**config.mk**
```make
export PLATFORM = sky130hd
export DESIGN_NAME = axil_bus_monitor
export DESIGN_NICKNAME = d
export VERILOG_FILES = /design/src/rtl/axil_mon_pkg.sv /design/src/rtl/axil_channel_watch.sv /design/src/rtl/axil_txn_counter.sv /design/src/rtl/axil_resp_timer.sv /design/src/rtl/axil_mon_ctrl.sv /design/src/rtl/axil_bus_monitor.sv
export SDC_FILE = /design/constraint.sdc
export NUM_CORES = 1
export LEC_CHECK = 0
export BUFFER_PORTS_ARGS = -buffer_cell sky130_fd_sc_hd__buf_4
export CAP_MARGIN = 25
export CORE_MARGIN = 2
export CORE_UTILIZATION = 57
export CTS_CLUSTER_SIZE = 20
export DETAILED_ROUTE_END_ITERATION = 16
export PLACE_DENSITY = 0.84
export SYNTH_ARGS = -nofsm -noshare
export SYNTH_HDL_FRONTEND = slang
export SYNTH_SLANG_ARGS = --single-unit
```
**constraint.sdc**
```tcl
create_clock -name i_clk -period 10.23 [get_ports i_clk]
set_clock_uncertainty 0.05 [all_clocks]
set_input_delay 2.046 -clock i_clk [delete_from_list [all_inputs] [get_ports i_clk]]
set_output_delay 2.046 -clock i_clk [all_outputs]
set_load 0.03 [all_outputs]
```
**src/rtl/axil_mon_pkg.sv**
```systemverilog
// Shared widths, limits and rule numbers for the AXI-lite bus monitor
// Bus widths are fixed for a 28-bit address and 32-bit data link
// Rule indices are positions in the violation flag vector
// Error responses (SLVERR, DECERR) are always legal, only EXOKAY is flagged

package axil_mon_pkg;

	////////////////////
	// Bus widths
	////////////////////
	localparam int AXI_ADDR_W = 28;
	localparam int AXI_DATA_W = 32;
	localparam int AXI_STRB_W = 4;
	localparam int RESP_W     = 2;
	localparam int PROT_W     = 3;
	localparam int CACHE_W    = 4;

	// All ones in an outstanding counter counts as overflow
	localparam int CNT_W = 4;

	////////////////////
	// Timing limits
	////////////////////
	// Request channels AW, W, AR
	localparam int REQ_STALL_MAX  = 12;
	// Response channels B, R
	localparam int RESP_STALL_MAX = 8;
	// Cycles a request may wait with no response valid
	localparam int RESP_DELAY_MAX = 12;

	// Exclusive okay is never legal on AXI-lite
	localparam logic [RESP_W-1:0] RESP_EXOKAY = 2'd1;

	// Cycle stamp of the first violation
	localparam int STAMP_W = 16;

	////////////////////
	// Violation rules
	////////////////////
	localparam int VIOL_W        = 19;
	localparam int V_RESET_VALID = 0;
	localparam int V_AW_UNSTABLE = 1;
	localparam int V_W_UNSTABLE  = 2;
	localparam int V_AR_UNSTABLE = 3;
	localparam int V_R_UNSTABLE  = 4;
	localparam int V_B_UNSTABLE  = 5;
	localparam int V_AW_STALL    = 6;
	localparam int V_W_STALL     = 7;
	localparam int V_AR_STALL    = 8;
	localparam int V_R_STALL     = 9;
	localparam int V_B_STALL     = 10;
	localparam int V_WR_OVERFLOW = 11;
	localparam int V_RD_OVERFLOW = 12;
	localparam int V_B_UNMATCHED = 13;
	localparam int V_R_UNMATCHED = 14;
	localparam int V_WR_LATENCY  = 15;
	localparam int V_RD_LATENCY  = 16;
	localparam int V_ATTR        = 17;
	localparam int V_EXOKAY      = 18;

endpackage

```
**src/rtl/axil_channel_watch.sv**
```systemverilog
// Stability and stall-limit checker for one VALID/READY channel
// Pure observer, outputs are combinational pulses with no latency
// A stall is any sampled cycle with VALID high and READY low
// The stall pulse repeats every cycle once the limit is reached

`timescale 1ns/1ns

module axil_channel_watch #(
	parameter int P_PAYLOAD_W = 8,
	parameter int P_STALL_MAX = 12
) (
	input  logic                   i_clk,
	input  logic                   i_axi_reset_n,
	input  logic                   i_valid,
	input  logic                   i_ready,
	input  logic [P_PAYLOAD_W-1:0] i_payload,
	output logic                   o_unstable,
	output logic                   o_stall_late
);

	// Wide enough to hold the limit itself
	localparam int CW = $clog2(P_STALL_MAX + 1);

	logic                   stall_now;
	logic                   prev_stall;
	logic [P_PAYLOAD_W-1:0] prev_payload;
	logic [CW-1:0]          stall_cnt;

	assign stall_now = i_valid && !i_ready;

	// Stalled last cycle, so VALID and payload must hold
	assign o_unstable = prev_stall && (!i_valid || (i_payload != prev_payload));

	// Counter holds stalls up to the previous edge, this one adds the last
	assign o_stall_late = stall_now && (stall_cnt >= CW'(P_STALL_MAX - 1));

	// Payload history
	always_ff @(posedge i_clk)
	begin
		prev_payload <= i_payload;
	end

	always_ff @(posedge i_clk)
	begin
		if (!i_axi_reset_n)
		begin
			prev_stall <= 1'b0;
			stall_cnt  <= '0;
		end
		else
		begin
			prev_stall <= stall_now;
			// Any accept or idle cycle ends the run
			if (!stall_now)
				stall_cnt <= '0;
			else if (stall_cnt != CW'(P_STALL_MAX))
				stall_cnt <= stall_cnt + 1'b1;
		end
	end

	// Saturation keeps the run count at or below the limit
	a_stall_cnt_bound: assert property (@(posedge i_clk) disable iff (!i_axi_reset_n)
		stall_cnt <= CW'(P_STALL_MAX));

endmodule

```
**src/rtl/axil_txn_counter.sv**
```systemverilog
// Outstanding transaction counter for one request/response pair
// Request and acknowledge are handshakes (VALID and READY) formed outside
// The count saturates at all ones and at zero, it never wraps
// Overflow fires once the count is one step from saturation

`timescale 1ns/1ns

module axil_txn_counter (
	input  logic                           i_clk,
	input  logic                           i_axi_reset_n,
	input  logic                           i_req,
	input  logic                           i_ack,
	output logic [axil_mon_pkg::CNT_W-1:0] o_count,
	output logic                           o_overflow,
	output logic                           o_unmatched
);

	logic at_top;
	logic at_zero;

	// All ones minus one or above
	assign at_top  = (o_count >= {{(axil_mon_pkg::CNT_W - 1){1'b1}}, 1'b0});
	assign at_zero = (o_count == '0);

	assign o_overflow  = i_req && at_top;
	// Response with nothing outstanding
	assign o_unmatched = i_ack && at_zero;

	always_ff @(posedge i_clk)
	begin
		if (!i_axi_reset_n)
			o_count <= '0;
		else
		begin
			case ({i_req, i_ack})
				2'b10:
					if (!(&o_count))
						o_count <= o_count + 1'b1;
				2'b01:
					if (!at_zero)
						o_count <= o_count - 1'b1;
				// Count holds on both or neither
				default:
					o_count <= o_count;
			endcase
		end
	end

	// At most one step per cycle, in either direction
	a_count_step: assert property (@(posedge i_clk) disable iff (!i_axi_reset_n)
		$past(i_axi_reset_n) |-> (o_count == $past(o_count))
			|| (o_count == $past(o_count) + 1'b1)
			|| (o_count == $past(o_count) - 1'b1));

endmodule

```
**src/rtl/axil_resp_timer.sv**
```systemverilog
// Response latency timers for the write and read paths
// A timer runs only while requests are outstanding and no response is valid
// A valid response restarts the timer even if it is not yet accepted
// The late pulse repeats each cycle while the timer sits at the limit

`timescale 1ns/1ns

module axil_resp_timer (
	input  logic                           i_clk,
	input  logic                           i_axi_reset_n,
	input  logic [axil_mon_pkg::CNT_W-1:0] i_awr_count,
	input  logic [axil_mon_pkg::CNT_W-1:0] i_wr_count,
	input  logic [axil_mon_pkg::CNT_W-1:0] i_rd_count,
	input  logic                           i_bvalid,
	input  logic                           i_rvalid,
	output logic                           o_wr_late,
	output logic                           o_rd_late
);

	localparam int TW = $clog2(axil_mon_pkg::RESP_DELAY_MAX + 1);

	logic          wr_clear;
	logic          rd_clear;
	logic [TW-1:0] wr_timer;
	logic [TW-1:0] rd_timer;

	// Next timer value, saturating at the delay limit
	function automatic logic [TW-1:0] timer_next(input logic clr, input logic [TW-1:0] cur);
		logic [TW-1:0] nxt;
		if (clr)
			nxt = '0;
		else if (cur == TW'(axil_mon_pkg::RESP_DELAY_MAX))
			nxt = cur;
		else
			nxt = cur + 1'b1;
		return nxt;
	endfunction

	// Write waits until both address and data are in
	assign wr_clear = i_bvalid || (i_awr_count == '0) || (i_wr_count == '0);
	assign rd_clear = i_rvalid || (i_rd_count == '0);

	assign o_wr_late = (wr_timer == TW'(axil_mon_pkg::RESP_DELAY_MAX));
	assign o_rd_late = (rd_timer == TW'(axil_mon_pkg::RESP_DELAY_MAX));

	always_ff @(posedge i_clk)
	begin
		if (!i_axi_reset_n)
		begin
			wr_timer <= '0;
			rd_timer <= '0;
		end
		else
		begin
			wr_timer <= timer_next(wr_clear, wr_timer);
			rd_timer <= timer_next(rd_clear, rd_timer);
		end
	end

endmodule

```
**src/rtl/axil_mon_ctrl.sv**
```systemverilog
// Collects checker pulses into the violation vector and keeps records
// One register stage, every output lags the sampled breach by one cycle
// First rule and stamp are only meaningful while o_first_valid is high
// Stamp counts edges since reset and wraps at STAMP_W bits

`timescale 1ns/1ns

module axil_mon_ctrl (
	input  logic                                     i_clk,
	input  logic                                     i_axi_reset_n,
	// Bus signals
	input  logic                                     i_awvalid,
	input  logic                                     i_wvalid,
	input  logic                                     i_arvalid,
	input  logic                                     i_bvalid,
	input  logic                                     i_rvalid,
	input  logic [axil_mon_pkg::PROT_W-1:0]          i_awprot,
	input  logic [axil_mon_pkg::PROT_W-1:0]          i_arprot,
	input  logic [axil_mon_pkg::CACHE_W-1:0]         i_awcache,
	input  logic [axil_mon_pkg::CACHE_W-1:0]         i_arcache,
	input  logic [axil_mon_pkg::RESP_W-1:0]          i_bresp,
	input  logic [axil_mon_pkg::RESP_W-1:0]          i_rresp,
	// Checker pulses
	input  logic                                     i_aw_unstable,
	input  logic                                     i_w_unstable,
	input  logic                                     i_ar_unstable,
	input  logic                                     i_r_unstable,
	input  logic                                     i_b_unstable,
	input  logic                                     i_aw_stall,
	input  logic                                     i_w_stall,
	input  logic                                     i_ar_stall,
	input  logic                                     i_r_stall,
	input  logic                                     i_b_stall,
	input  logic                                     i_wr_overflow,
	input  logic                                     i_rd_overflow,
	input  logic                                     i_b_unmatched,
	input  logic                                     i_r_unmatched,
	input  logic                                     i_wr_late,
	input  logic                                     i_rd_late,
	// Reports
	output logic                                     o_violation,
	output logic [axil_mon_pkg::VIOL_W-1:0]          o_violation_flags,
	output logic [axil_mon_pkg::VIOL_W-1:0]          o_sticky_flags,
	output logic                                     o_first_valid,
	output logic [$clog2(axil_mon_pkg::VIOL_W)-1:0]  o_first_rule,
	output logic [axil_mon_pkg::STAMP_W-1:0]         o_first_stamp
);

	localparam int RULE_W = $clog2(axil_mon_pkg::VIOL_W);

	logic                              just_reset;
	logic                              any_valid;
	logic                              attr_bad;
	logic                              exokay;
	logic [axil_mon_pkg::VIOL_W-1:0]   viol_now;
	logic [axil_mon_pkg::STAMP_W-1:0]  stamp;

	// Lowest set rule wins when several fire together
	function automatic logic [RULE_W-1:0] lowest_rule(input logic [axil_mon_pkg::VIOL_W-1:0] f);
		logic [RULE_W-1:0] idx;
		idx = '0;
		for (int k = axil_mon_pkg::VIOL_W - 1; k >= 0; k--)
			if (f[k])
				idx = RULE_W'(k);
		return idx;
	endfunction

	assign any_valid = i_awvalid || i_wvalid || i_arvalid || i_bvalid || i_rvalid;

	// AxPROT and AxCACHE must read zero while their VALID is up
	assign attr_bad = (i_awvalid && ((i_awprot != '0) || (i_awcache != '0)))
		|| (i_arvalid && ((i_arprot != '0) || (i_arcache != '0)));

	assign exokay = (i_bvalid && (i_bresp == axil_mon_pkg::RESP_EXOKAY))
		|| (i_rvalid && (i_rresp == axil_mon_pkg::RESP_EXOKAY));

	////////////////////
	// Rule vector
	////////////////////
	always_comb
	begin
		viol_now = '0;
		viol_now[axil_mon_pkg::V_RESET_VALID] = just_reset && any_valid;
		viol_now[axil_mon_pkg::V_AW_UNSTABLE] = i_aw_unstable;
		viol_now[axil_mon_pkg::V_W_UNSTABLE]  = i_w_unstable;
		viol_now[axil_mon_pkg::V_AR_UNSTABLE] = i_ar_unstable;
		viol_now[axil_mon_pkg::V_R_UNSTABLE]  = i_r_unstable;
		viol_now[axil_mon_pkg::V_B_UNSTABLE]  = i_b_unstable;
		viol_now[axil_mon_pkg::V_AW_STALL]    = i_aw_stall;
		viol_now[axil_mon_pkg::V_W_STALL]     = i_w_stall;
		viol_now[axil_mon_pkg::V_AR_STALL]    = i_ar_stall;
		viol_now[axil_mon_pkg::V_R_STALL]     = i_r_stall;
		viol_now[axil_mon_pkg::V_B_STALL]     = i_b_stall;
		viol_now[axil_mon_pkg::V_WR_OVERFLOW] = i_wr_overflow;
		viol_now[axil_mon_pkg::V_RD_OVERFLOW] = i_rd_overflow;
		viol_now[axil_mon_pkg::V_B_UNMATCHED] = i_b_unmatched;
		viol_now[axil_mon_pkg::V_R_UNMATCHED] = i_r_unmatched;
		viol_now[axil_mon_pkg::V_WR_LATENCY]  = i_wr_late;
		viol_now[axil_mon_pkg::V_RD_LATENCY]  = i_rd_late;
		viol_now[axil_mon_pkg::V_ATTR]        = attr_bad;
		viol_now[axil_mon_pkg::V_EXOKAY]      = exokay;
	end

	////////////////////
	// Records
	////////////////////
	always_ff @(posedge i_clk)
	begin
		if (!i_axi_reset_n)
		begin
			// High for exactly the first cycle out of reset
			just_reset        <= 1'b1;
			stamp             <= '0;
			o_violation       <= 1'b0;
			o_violation_flags <= '0;
			o_sticky_flags    <= '0;
			o_first_valid     <= 1'b0;
		end
		else
		begin
			just_reset        <= 1'b0;
			stamp             <= stamp + 1'b1;
			o_violation       <= |viol_now;
			o_violation_flags <= viol_now;
			o_sticky_flags    <= o_sticky_flags | viol_now;
			if (|viol_now)
				o_first_valid <= 1'b1;
		end
	end

	// Capture only once per reset
	always_ff @(posedge i_clk)
	begin
		if (!o_first_valid && (|viol_now) && i_axi_reset_n)
		begin
			o_first_rule  <= lowest_rule(viol_now);
			o_first_stamp <= stamp;
		end
	end

	a_strobe_flags: assert property (@(posedge i_clk) disable iff (!i_axi_reset_n)
		o_violation == (|o_violation_flags));

endmodule

```
**src/rtl/axil_bus_monitor.sv**
```systemverilog
// AXI-lite bus monitor, observes a master-to-slave link and never drives it
// Every rule is judged on inputs sampled at the rising edge of i_clk
// o_violation and the flag vectors lag the breach by one cycle
// Outstanding counts update at the edge where the handshake is sampled
// Synchronous active-low reset clears counts, flags and records

`timescale 1ns/1ns

module axil_bus_monitor (
	input  logic                                     i_clk,
	input  logic                                     i_axi_reset_n,
	// Write address
	input  logic                                     i_axi_awready,
	input  logic [axil_mon_pkg::AXI_ADDR_W-1:0]      i_axi_awaddr,
	input  logic [axil_mon_pkg::CACHE_W-1:0]         i_axi_awcache,
	input  logic [axil_mon_pkg::PROT_W-1:0]          i_axi_awprot,
	input  logic                                     i_axi_awvalid,
	// Write data
	input  logic                                     i_axi_wready,
	input  logic [axil_mon_pkg::AXI_DATA_W-1:0]      i_axi_wdata,
	input  logic [axil_mon_pkg::AXI_STRB_W-1:0]      i_axi_wstrb,
	input  logic                                     i_axi_wvalid,
	// Write response
	input  logic [axil_mon_pkg::RESP_W-1:0]          i_axi_bresp,
	input  logic                                     i_axi_bvalid,
	input  logic                                     i_axi_bready,
	// Read address
	input  logic                                     i_axi_arready,
	input  logic [axil_mon_pkg::AXI_ADDR_W-1:0]      i_axi_araddr,
	input  logic [axil_mon_pkg::CACHE_W-1:0]         i_axi_arcache,
	input  logic [axil_mon_pkg::PROT_W-1:0]          i_axi_arprot,
	input  logic                                     i_axi_arvalid,
	// Read data
	input  logic [axil_mon_pkg::RESP_W-1:0]          i_axi_rresp,
	input  logic                                     i_axi_rvalid,
	input  logic [axil_mon_pkg::AXI_DATA_W-1:0]      i_axi_rdata,
	input  logic                                     i_axi_rready,
	// Counts and reports
	output logic [axil_mon_pkg::CNT_W-1:0]           o_awr_outstanding,
	output logic [axil_mon_pkg::CNT_W-1:0]           o_wr_outstanding,
	output logic [axil_mon_pkg::CNT_W-1:0]           o_rd_outstanding,
	output logic                                     o_violation,
	output logic [axil_mon_pkg::VIOL_W-1:0]          o_violation_flags,
	output logic [axil_mon_pkg::VIOL_W-1:0]          o_sticky_flags,
	output logic                                     o_first_valid,
	output logic [$clog2(axil_mon_pkg::VIOL_W)-1:0]  o_first_rule,
	output logic [axil_mon_pkg::STAMP_W-1:0]         o_first_stamp
);

	// Handshakes
	logic aw_hs, w_hs, ar_hs, b_hs, r_hs;
	// Checker pulses
	logic aw_unstable, w_unstable, ar_unstable, r_unstable, b_unstable;
	logic aw_stall, w_stall, ar_stall, r_stall, b_stall;
	logic wr_overflow, rd_overflow, b_unmatched, r_unmatched;
	logic wr_late, rd_late;

	assign aw_hs = i_axi_awvalid && i_axi_awready;
	assign w_hs  = i_axi_wvalid && i_axi_wready;
	assign ar_hs = i_axi_arvalid && i_axi_arready;
	assign b_hs  = i_axi_bvalid && i_axi_bready;
	assign r_hs  = i_axi_rvalid && i_axi_rready;

	////////////////////
	// Channel watches
	////////////////////
	axil_channel_watch #(
		.P_PAYLOAD_W(axil_mon_pkg::AXI_ADDR_W), .P_STALL_MAX(axil_mon_pkg::REQ_STALL_MAX)
	) u_aw_watch (
		.i_clk(i_clk), .i_axi_reset_n(i_axi_reset_n),
		.i_valid(i_axi_awvalid), .i_ready(i_axi_awready), .i_payload(i_axi_awaddr),
		.o_unstable(aw_unstable), .o_stall_late(aw_stall)
	);

	// Data and strobe checked as one word
	axil_channel_watch #(
		.P_PAYLOAD_W(axil_mon_pkg::AXI_DATA_W + axil_mon_pkg::AXI_STRB_W),
		.P_STALL_MAX(axil_mon_pkg::REQ_STALL_MAX)
	) u_w_watch (
		.i_clk(i_clk), .i_axi_reset_n(i_axi_reset_n),
		.i_valid(i_axi_wvalid), .i_ready(i_axi_wready),
		.i_payload({i_axi_wdata, i_axi_wstrb}),
		.o_unstable(w_unstable), .o_stall_late(w_stall)
	);

	axil_channel_watch #(
		.P_PAYLOAD_W(axil_mon_pkg::AXI_ADDR_W), .P_STALL_MAX(axil_mon_pkg::REQ_STALL_MAX)
	) u_ar_watch (
		.i_clk(i_clk), .i_axi_reset_n(i_axi_reset_n),
		.i_valid(i_axi_arvalid), .i_ready(i_axi_arready), .i_payload(i_axi_araddr),
		.o_unstable(ar_unstable), .o_stall_late(ar_stall)
	);

	axil_channel_watch #(
		.P_PAYLOAD_W(axil_mon_pkg::AXI_DATA_W + axil_mon_pkg::RESP_W),
		.P_STALL_MAX(axil_mon_pkg::RESP_STALL_MAX)
	) u_r_watch (
		.i_clk(i_clk), .i_axi_reset_n(i_axi_reset_n),
		.i_valid(i_axi_rvalid), .i_ready(i_axi_rready),
		.i_payload({i_axi_rdata, i_axi_rresp}),
		.o_unstable(r_unstable), .o_stall_late(r_stall)
	);

	axil_channel_watch #(
		.P_PAYLOAD_W(axil_mon_pkg::RESP_W), .P_STALL_MAX(axil_mon_pkg::RESP_STALL_MAX)
	) u_b_watch (
		.i_clk(i_clk), .i_axi_reset_n(i_axi_reset_n),
		.i_valid(i_axi_bvalid), .i_ready(i_axi_bready), .i_payload(i_axi_bresp),
		.o_unstable(b_unstable), .o_stall_late(b_stall)
	);

	////////////////////
	// Outstanding counts
	////////////////////
	// Address side owns write overflow
	axil_txn_counter u_awr_cnt (
		.i_clk(i_clk), .i_axi_reset_n(i_axi_reset_n), .i_req(aw_hs), .i_ack(b_hs),
		.o_count(o_awr_outstanding), .o_overflow(wr_overflow), .o_unmatched()
	);

	// Data side owns the unmatched B check
	axil_txn_counter u_wr_cnt (
		.i_clk(i_clk), .i_axi_reset_n(i_axi_reset_n), .i_req(w_hs), .i_ack(b_hs),
		.o_count(o_wr_outstanding), .o_overflow(), .o_unmatched(b_unmatched)
	);

	axil_txn_counter u_rd_cnt (
		.i_clk(i_clk), .i_axi_reset_n(i_axi_reset_n), .i_req(ar_hs), .i_ack(r_hs),
		.o_count(o_rd_outstanding), .o_overflow(rd_overflow), .o_unmatched(r_unmatched)
	);

	axil_resp_timer u_resp_timer (
		.i_clk(i_clk), .i_axi_reset_n(i_axi_reset_n),
		.i_awr_count(o_awr_outstanding), .i_wr_count(o_wr_outstanding),
		.i_rd_count(o_rd_outstanding),
		.i_bvalid(i_axi_bvalid), .i_rvalid(i_axi_rvalid),
		.o_wr_late(wr_late), .o_rd_late(rd_late)
	);

	////////////////////
	// Collection
	////////////////////
	axil_mon_ctrl u_ctrl (
		.i_clk(i_clk), .i_axi_reset_n(i_axi_reset_n),
		.i_awvalid(i_axi_awvalid), .i_wvalid(i_axi_wvalid), .i_arvalid(i_axi_arvalid),
		.i_bvalid(i_axi_bvalid), .i_rvalid(i_axi_rvalid),
		.i_awprot(i_axi_awprot), .i_arprot(i_axi_arprot),
		.i_awcache(i_axi_awcache), .i_arcache(i_axi_arcache),
		.i_bresp(i_axi_bresp), .i_rresp(i_axi_rresp),
		.i_aw_unstable(aw_unstable), .i_w_unstable(w_unstable),
		.i_ar_unstable(ar_unstable), .i_r_unstable(r_unstable),
		.i_b_unstable(b_unstable),
		.i_aw_stall(aw_stall), .i_w_stall(w_stall), .i_ar_stall(ar_stall),
		.i_r_stall(r_stall), .i_b_stall(b_stall),
		.i_wr_overflow(wr_overflow), .i_rd_overflow(rd_overflow),
		.i_b_unmatched(b_unmatched), .i_r_unmatched(r_unmatched),
		.i_wr_late(wr_late), .i_rd_late(rd_late),
		.o_violation(o_violation), .o_violation_flags(o_violation_flags),
		.o_sticky_flags(o_sticky_flags), .o_first_valid(o_first_valid),
		.o_first_rule(o_first_rule), .o_first_stamp(o_first_stamp)
	);

endmodule

```
==> results.md, run 1 <==
* Status: complete, no violations
* Postcts setup bufs at 0
* Stages on the worst setup path at 8
* Routed Wire Length at between 20000 and 25000 um
* Num rows at 46
* H-tree levels at 1
* Core Box Area at 15800 um2
* LEAKAGE at ~5 nW
* Met1 Use GR at 0.290
* Post-synthesis sequential area ratio at 0.570
* Critical Path End: u_ctrl.o_first_stamp[4]$_DFFE_PP_
* Largest cells by area after synthesis: dfxtp_1 (50%), xnor2_1 (9.0%), edfxtp_1 (6.9%)
* Cts hold-fix bufs at 0
* Final setup margin at roughly 6200 ps
* Reg2reg setup slack at 7170 ps
* Max incr delay on CP at roughly 570 ps
* Iteration-0 DRC Markers at between 300 and 400
* TritonCTS clock tree: built
* Share of cells above drive strength 1 at 0.262
* Clk sinks at about 250
* Slew @ Worst Pin at about 680 ps
* Chip Width at ~130 um
* Detailed placement HPWL at roughly 15000 um
* Synthesized net count at around 1k
* First-pass GRT wire length at 32300 um
* Count of maximum capacitance violations at 0
* GRT Max-Usage Layer: met2
* I/O pin count at 227
* Post-synth EDFFs at 21
* Final Wtd Congestion at approximately 0.91
* GRT Residual Overflow at 0
* Reg clk slew, reported paths at around 60 ps
* Power density cells at roughly 180 nW/um2
* Via count at around 6.7k
* Seq cells post-synth at roughly 250
* Antenna fix cells at 0
* Yosys warns at 0
* FFs w/ async S/R, synth at 0
* Drt first pass iters at 5
* CP arrival at around 4300 ps
* Slew Limit Fails at 0
* Post-CTS Resized at 0
* Critical Path Start: i_axi_arcache[1]
* CP bufs+invs at 2
* Post-synth top cells: dfxtp_1 (230), xnor2_1 (94), nor2_1 (79)
* Syn avg cell area at approximately 11 um2
* Post-DP Area at 11100 um2
* Worst min path class: reg2reg
* Largest area contributor in the netlist: dfxtp_1
* IO Port Bufs at 226
* Remaining antenna violation count after routing at 0
* Final worst path period share at 0.397
* Initial Util at 0.580
* Reg2Reg Launch Point: u_b_watch.stall_cnt[0]$_SDFFE_PN0P_
* Post-route setup TNS at 0 ps
* Setup crit end kind: register
* Synth top area share at 0.501
* Cell Count Post-Placement at ~1.3k
* Crit Path Class: in2reg
* Fmax at about 250 MHz
* Final Non-Filler Cells at around 1.3k
* CP Cell Sequence: buf_4 > nor4_1 > a21boi_1 > or2_1 > or4b_4 > nor4_4 > a211oi_2 > buf_4
* Area delta synth->final at 29.7%
* Syn Inst Count at ~840
* Vias in the first global route at 6668
* Slowest CP cell: or4b_4
* Worst-skew pair later-pin latency at 520 ps
* Met3 Usage GRT at 0.0505
* GR Util All Layers at 0.238
* Main synth FF type: dfxtp_1
* CP delay by family, top: simple AND/OR/NAND/NOR gates
* Largest net degree at the start of global routing at 42
* RSZ-0062 raised after global routing: no
* Final Hold Viols at 0
* Worst r2r path cells at 8
* Count of final setup violators at 0
* VDD IR-drop max at about 0.00015 V
* Final nets at 1261
* Synth Cell Area at between 9000 and 10000 um2
* Cell area after layout at approximately 12000 um2
* CP Max Fanout at 21
* Cts bufs inserted at 25
* Root buffer cell: clkbuf_16
* Initial antenna violation count at 0
* Min Tclk post-route at around 4100 ps
* FF-to-FF End: u_ctrl.o_first_stamp[4]$_DFFE_PP_
* Via density at around 5.1
* Die area at between 15000 and 20000 um2
* Synth cell types at 59
* Cell mode on critical path: buf_4
* DRC at 0
* Met2 usage at 0.418
* Startpoint types: input port
* Top-count cell post-synth: dfxtp_1
* Slew headroom at 0.545
* DIE HEIGHT at about 130 um
* Req. time, crit path at 10440 ps
* CTS Buffer Depth at 3
* Hold-critical path depth at 1
* Post-Place Worst Slack at between 5000 and 6000 ps
* WL/cell at ~15 um
-- cell type report --
type                            count  area (um2)
Timing Repair Buffer              229        1720
Inverter                           35         131
Clock inverter                     17         154
Tap cell                          216         270
Fill cell                        1076        3910
Sequential cell                   251        5240
Clock buffer                       29         651
Multi-Input combinational cell    541        3760
-- how the worst min path moves through the flow --
| stage | slack, ps | start | endpoint |
|---|---|---|---|
| after floorplan | 370 | u_ctrl.stamp[15]$_SDFF_PN0_ | u_ctrl.o_first_stamp[15]$_DFFE_PP_ |
| after global placement | 380 | u_ctrl.o_sticky_flags[7]$_SDFF_PN0_ | u_ctrl.o_sticky_flags[7]$_SDFF_PN0_ |
| after detailed placement | 390 | u_ctrl.o_sticky_flags[7]$_SDFF_PN0_ | u_ctrl.o_sticky_flags[7]$_SDFF_PN0_ |
| after CTS | 410 | u_ctrl.o_sticky_flags[7]$_SDFF_PN0_ | u_ctrl.o_sticky_flags[7]$_SDFF_PN0_ |
| after global routing | 440 | u_ctrl.o_sticky_flags[12]$_SDFF_PN0_ | u_ctrl.o_sticky_flags[12]$_SDFF_PN0_ |
| final | 400 | u_ctrl.o_sticky_flags[7]$_SDFF_PN0_ | u_ctrl.o_sticky_flags[7]$_SDFF_PN0_ |
-- worst reg2reg max path, delay by kind of cell, from the launching register on --
kind,cells,cell delay [ps]
buffers and inverters,1,240
AO/OA/AOI/OAI,3,630
flip-flops,1,340
adder cells (fa/ha/maj),1,250
AND/OR/NAND/NOR,3,1290
-- placed cells by master, fill, tap and decap left out, types with 4 or more instances in the layout --
cell and instances:
nand3_1 24, inv_1 34, a31oi_1 8, and2_1 9, xnor2_1 94, or2_2 5
o21ai_0 8, a21o_1 10, nand2_1 38, nand4_1 26, edfxtp_1 21, clkbuf_16 25
mux2i_1 9, or3_1 5, a21oi_1 30, clkinv_2 9, or4_1 4, nor3b_1 4
nor2_1 79, nor3_1 17, ha_1 21, dfxtp_1 230, nor4_1 20, nand3b_1 6
buf_4 229, xor2_1 63, nand2b_1 7, a211oi_1 8
-- flip-flops by register name, summed over array words and instances (netlist names), 5 cells and up --
signal and count:
u_w_watch.prev_payload 36, u_r_watch.prev_payload 34, u_ar_watch.prev_payload 28, u_aw_watch.prev_payload 28, u_ctrl.o_sticky_flags 19, u_ctrl.o_violation_flags 19, u_ctrl.o_first_stamp 16, u_ctrl.stamp 16
u_ctrl.o_first_rule 5
-- power breakdown --
group	internal [W]	total (W)	leakage [nW]	switching (W)
Combinational	0.000113	0.000230	2.57	0.000117
Clock	0.000510	0.000886	0.395	0.000377
Sequential	0.00103	0.00106	2.11	0.0000260
-- layer usage --
metal / vias to the layer above / routed length (um)
li1: 3350 / -
met1: 3113 / 8370
met2: 227 / 9830
met3: 52 / 1460
met4: 0 / 724
met5: - / 0
-- kinds of logic (layout without fill, tap and decap cells) --
family                     Yosys count  after routing  share of synthesized area
AOI/OAI and AO/OA                   87             87                     0.0635
and+or+nand+nor                    264            264                      0.150
muxes                                9              9                    0.00981
adders and majority gates           24             24                     0.0351
DFF                                251            251                      0.570
xor gates and xnor gates           157            157                      0.150
buffers and inverters               50            310                     0.0217
-- metrics by stage --
| step | util | total power [W] | hold slack, ps |
|---|---|---|---|
| 3_5_place_dp | 0.702 | 0.00131 | 390 |
| 2_1_floorplan | - | 0.00121 | 371 |
| 5_1_grt | 0.753 | 0.00225 | 439 |
| 3_3_place_gp | 0.702 | 0.00130 | 385 |
| 6_report | 0.753 | 0.00218 | 402 |
| 4_1_cts | 0.753 | 0.00219 | 405 |
(Power assumes the default switching activity.)
==> inputs of run 2 (changes only) <==
CORE_UTILIZATION = 48   (was 57)
PLACE_DENSITY = 0.75   (was 0.84)
clock period = 3.37 ns   (was 10.23 ns; I/O delays follow)
==> results.md, run 2 (synthesis results as in run 1) <==
* Largest net degree at the start of global routing at 26
* CP arrival at ~3200 ps
* Req. time, crit path at ~3600 ps
* Worst-skew pair later-pin latency at approximately 520 ps
* Post-route setup TNS at 0 ps
* Remaining antenna violation count after routing at 0
* DRC at 0
* First-pass GRT wire length at around 32000 um
* Reg2Reg Launch Point: u_b_watch.stall_cnt[0]$_SDFFE_PN0P_
* Met3 Usage GRT at 0.0360
* Hold_sp: i_axi_araddr[20]
* Final nets at approximately 1.3k
* Biggest regs: u_w_watch.prev_payload (36), u_r_watch.prev_payload (34)
* Most flop-heavy register: u_w_watch.prev_payload
* GRT Residual Overflow at 0
* Iteration-0 DRC Markers at about 280
* TritonCTS clock tree: built
* Fmax at between 300 and 400 MHz
* Postcts setup bufs at 0
* Vias in the first global route at roughly 6.5k
* Setup crit end kind: register
* Met2 usage at 0.348
* CTS Buffer Depth at 3
* RSZ-0062 raised after global routing: no
* Antenna fix cells at 0
* Layout filler cell count at 1538
* Commonest non-fill, non-tap cell in the layout: buf_4
* I/O pin count at ~230
* Drt first pass iters at 5
* Startpoint types: register
* Count of maximum capacitance violations at 0
* Share of cells above drive strength 1 at 0.263
* GRT Max-Usage Layer: met2
* Worst min path class: in2reg
* Status: complete, no violations
* Post-CTS Resized at 0
* Detailed placement HPWL at about 16000 um
* CP Max Fanout at 21
* H-tree levels at 1
* Number of flip-flops in the largest register at 36
* Slew @ Worst Pin at roughly 760 ps
* Count of final setup violators at 0
* Cell area after layout at 12100 um2
* Num rows at 50
* Root buffer cell: clkbuf_16
* Post-Place Worst Slack at ~230 ps
* Die area at a little over 20000 um2
* Slew Limit Fails at 0
* Core Box Area at 18800 um2
* Commonest non-fill, non-tap cells in the layout: buf_4 (234), dfxtp_1 (230), xnor2_1 (94)
* Via count at 6663
* Chip Width at around 140 um
* LEAKAGE at about 5.1 nW
* Critical Path Start: u_b_watch.stall_cnt[0]$_SDFFE_PN0P_
* Crit Path Class: reg2reg
* Met1 Use GR at 0.246
* Final Wtd Congestion at 0.823
* Cts hold-fix bufs at 0
* Min Tclk post-route at 3000 ps
* IO Port Bufs at 226
* Via density at roughly 5.0
* Clk sinks at between 200 and 300
* GR Util All Layers at 0.199
* Hold_ws at ~220 ps
* Area delta synth->final at 31.6%
* Final worst path period share at 0.889
* Final Hold Viols at 0
* VDD IR-drop max at 0.000389 V
* Routed Wire Length at slightly above 20000 um
* Reg clk slew, reported paths at around 60 ps
* Slew headroom at 0.494
* Cts bufs inserted at 26
* Final setup margin at between 300 and 400 ps
* Initial antenna violation count at 0
* DIE HEIGHT at approximately 140 um
* Power density cells at between 500 and 600 nW/um2
* WL/cell at 15.3 um
* Initial Util at 0.489
* Post-DP Area at between 10000 and 15000 um2
==> run 2: critical path, cell delays in order, from the launching register on <==
cell      delay, ps
dfxtp_1         340
ha_1            230
a21oi_1         300
o22ai_1         210
or4_4           570
or4b_4          510
nor4_4          210
a211oi_2        140
buf_12          190
==> run 2: worst paths after layout <==
check | endpoint | slack (ps) | cells after the start
max reg2reg | u_ctrl.o_first_stamp[1]$_DFFE_PP_ | 370 | 8
max | u_ctrl.o_first_stamp[1]$_DFFE_PP_ | 370 | 8
min | u_ar_watch.prev_payload[20]$_DFF_P_ | 220 | 1
min reg2reg | u_ctrl.o_sticky_flags[12]$_SDFF_PN0_ | 400 | 2
==> run 2: area by class of cell <==
class / instances / area [um2] / area share
multi-input cells: 541 / 3760 / 0.311
repair buffers: 235 / 1780 / 0.147
flip-flops and latches: 251 / 5240 / 0.433
inverters: 35 / 131 / 0.0109
well taps: 234 / 293 / 0.0242
clock buffers: 34 / 763 / 0.0632
clock inverters: 11 / 129 / 0.0107
==> run 2: report_power, final <==
group | total [W] | switching, W | internal, W
logic | 0.000710 | 0.000357 | 0.000353
registers | 0.00322 | 0.0000776 | 0.00314
clock network | 0.00293 | 0.00112 | 0.00181
total | 0.00686 | 0.00155 | 0.00530
==> run 2: routing by layer <==
metal / part of all wire / vias up
li1: - / 3369
met1: 0.43 / 3080
met2: 0.49 / 165
met3: 0.049 / 49
met4: 0.037 / 0
met5: 0 / -
==> run 2: metrics by stage <==
step                power (W)  instances  utilization
finish                0.00686       1341        0.644
global route          0.00713       1341        0.644
CTS                   0.00692       1341        0.644
detailed placement    0.00400       1296        0.596
global placement      0.00398       1296        0.596
floorplan             0.00367        842            -
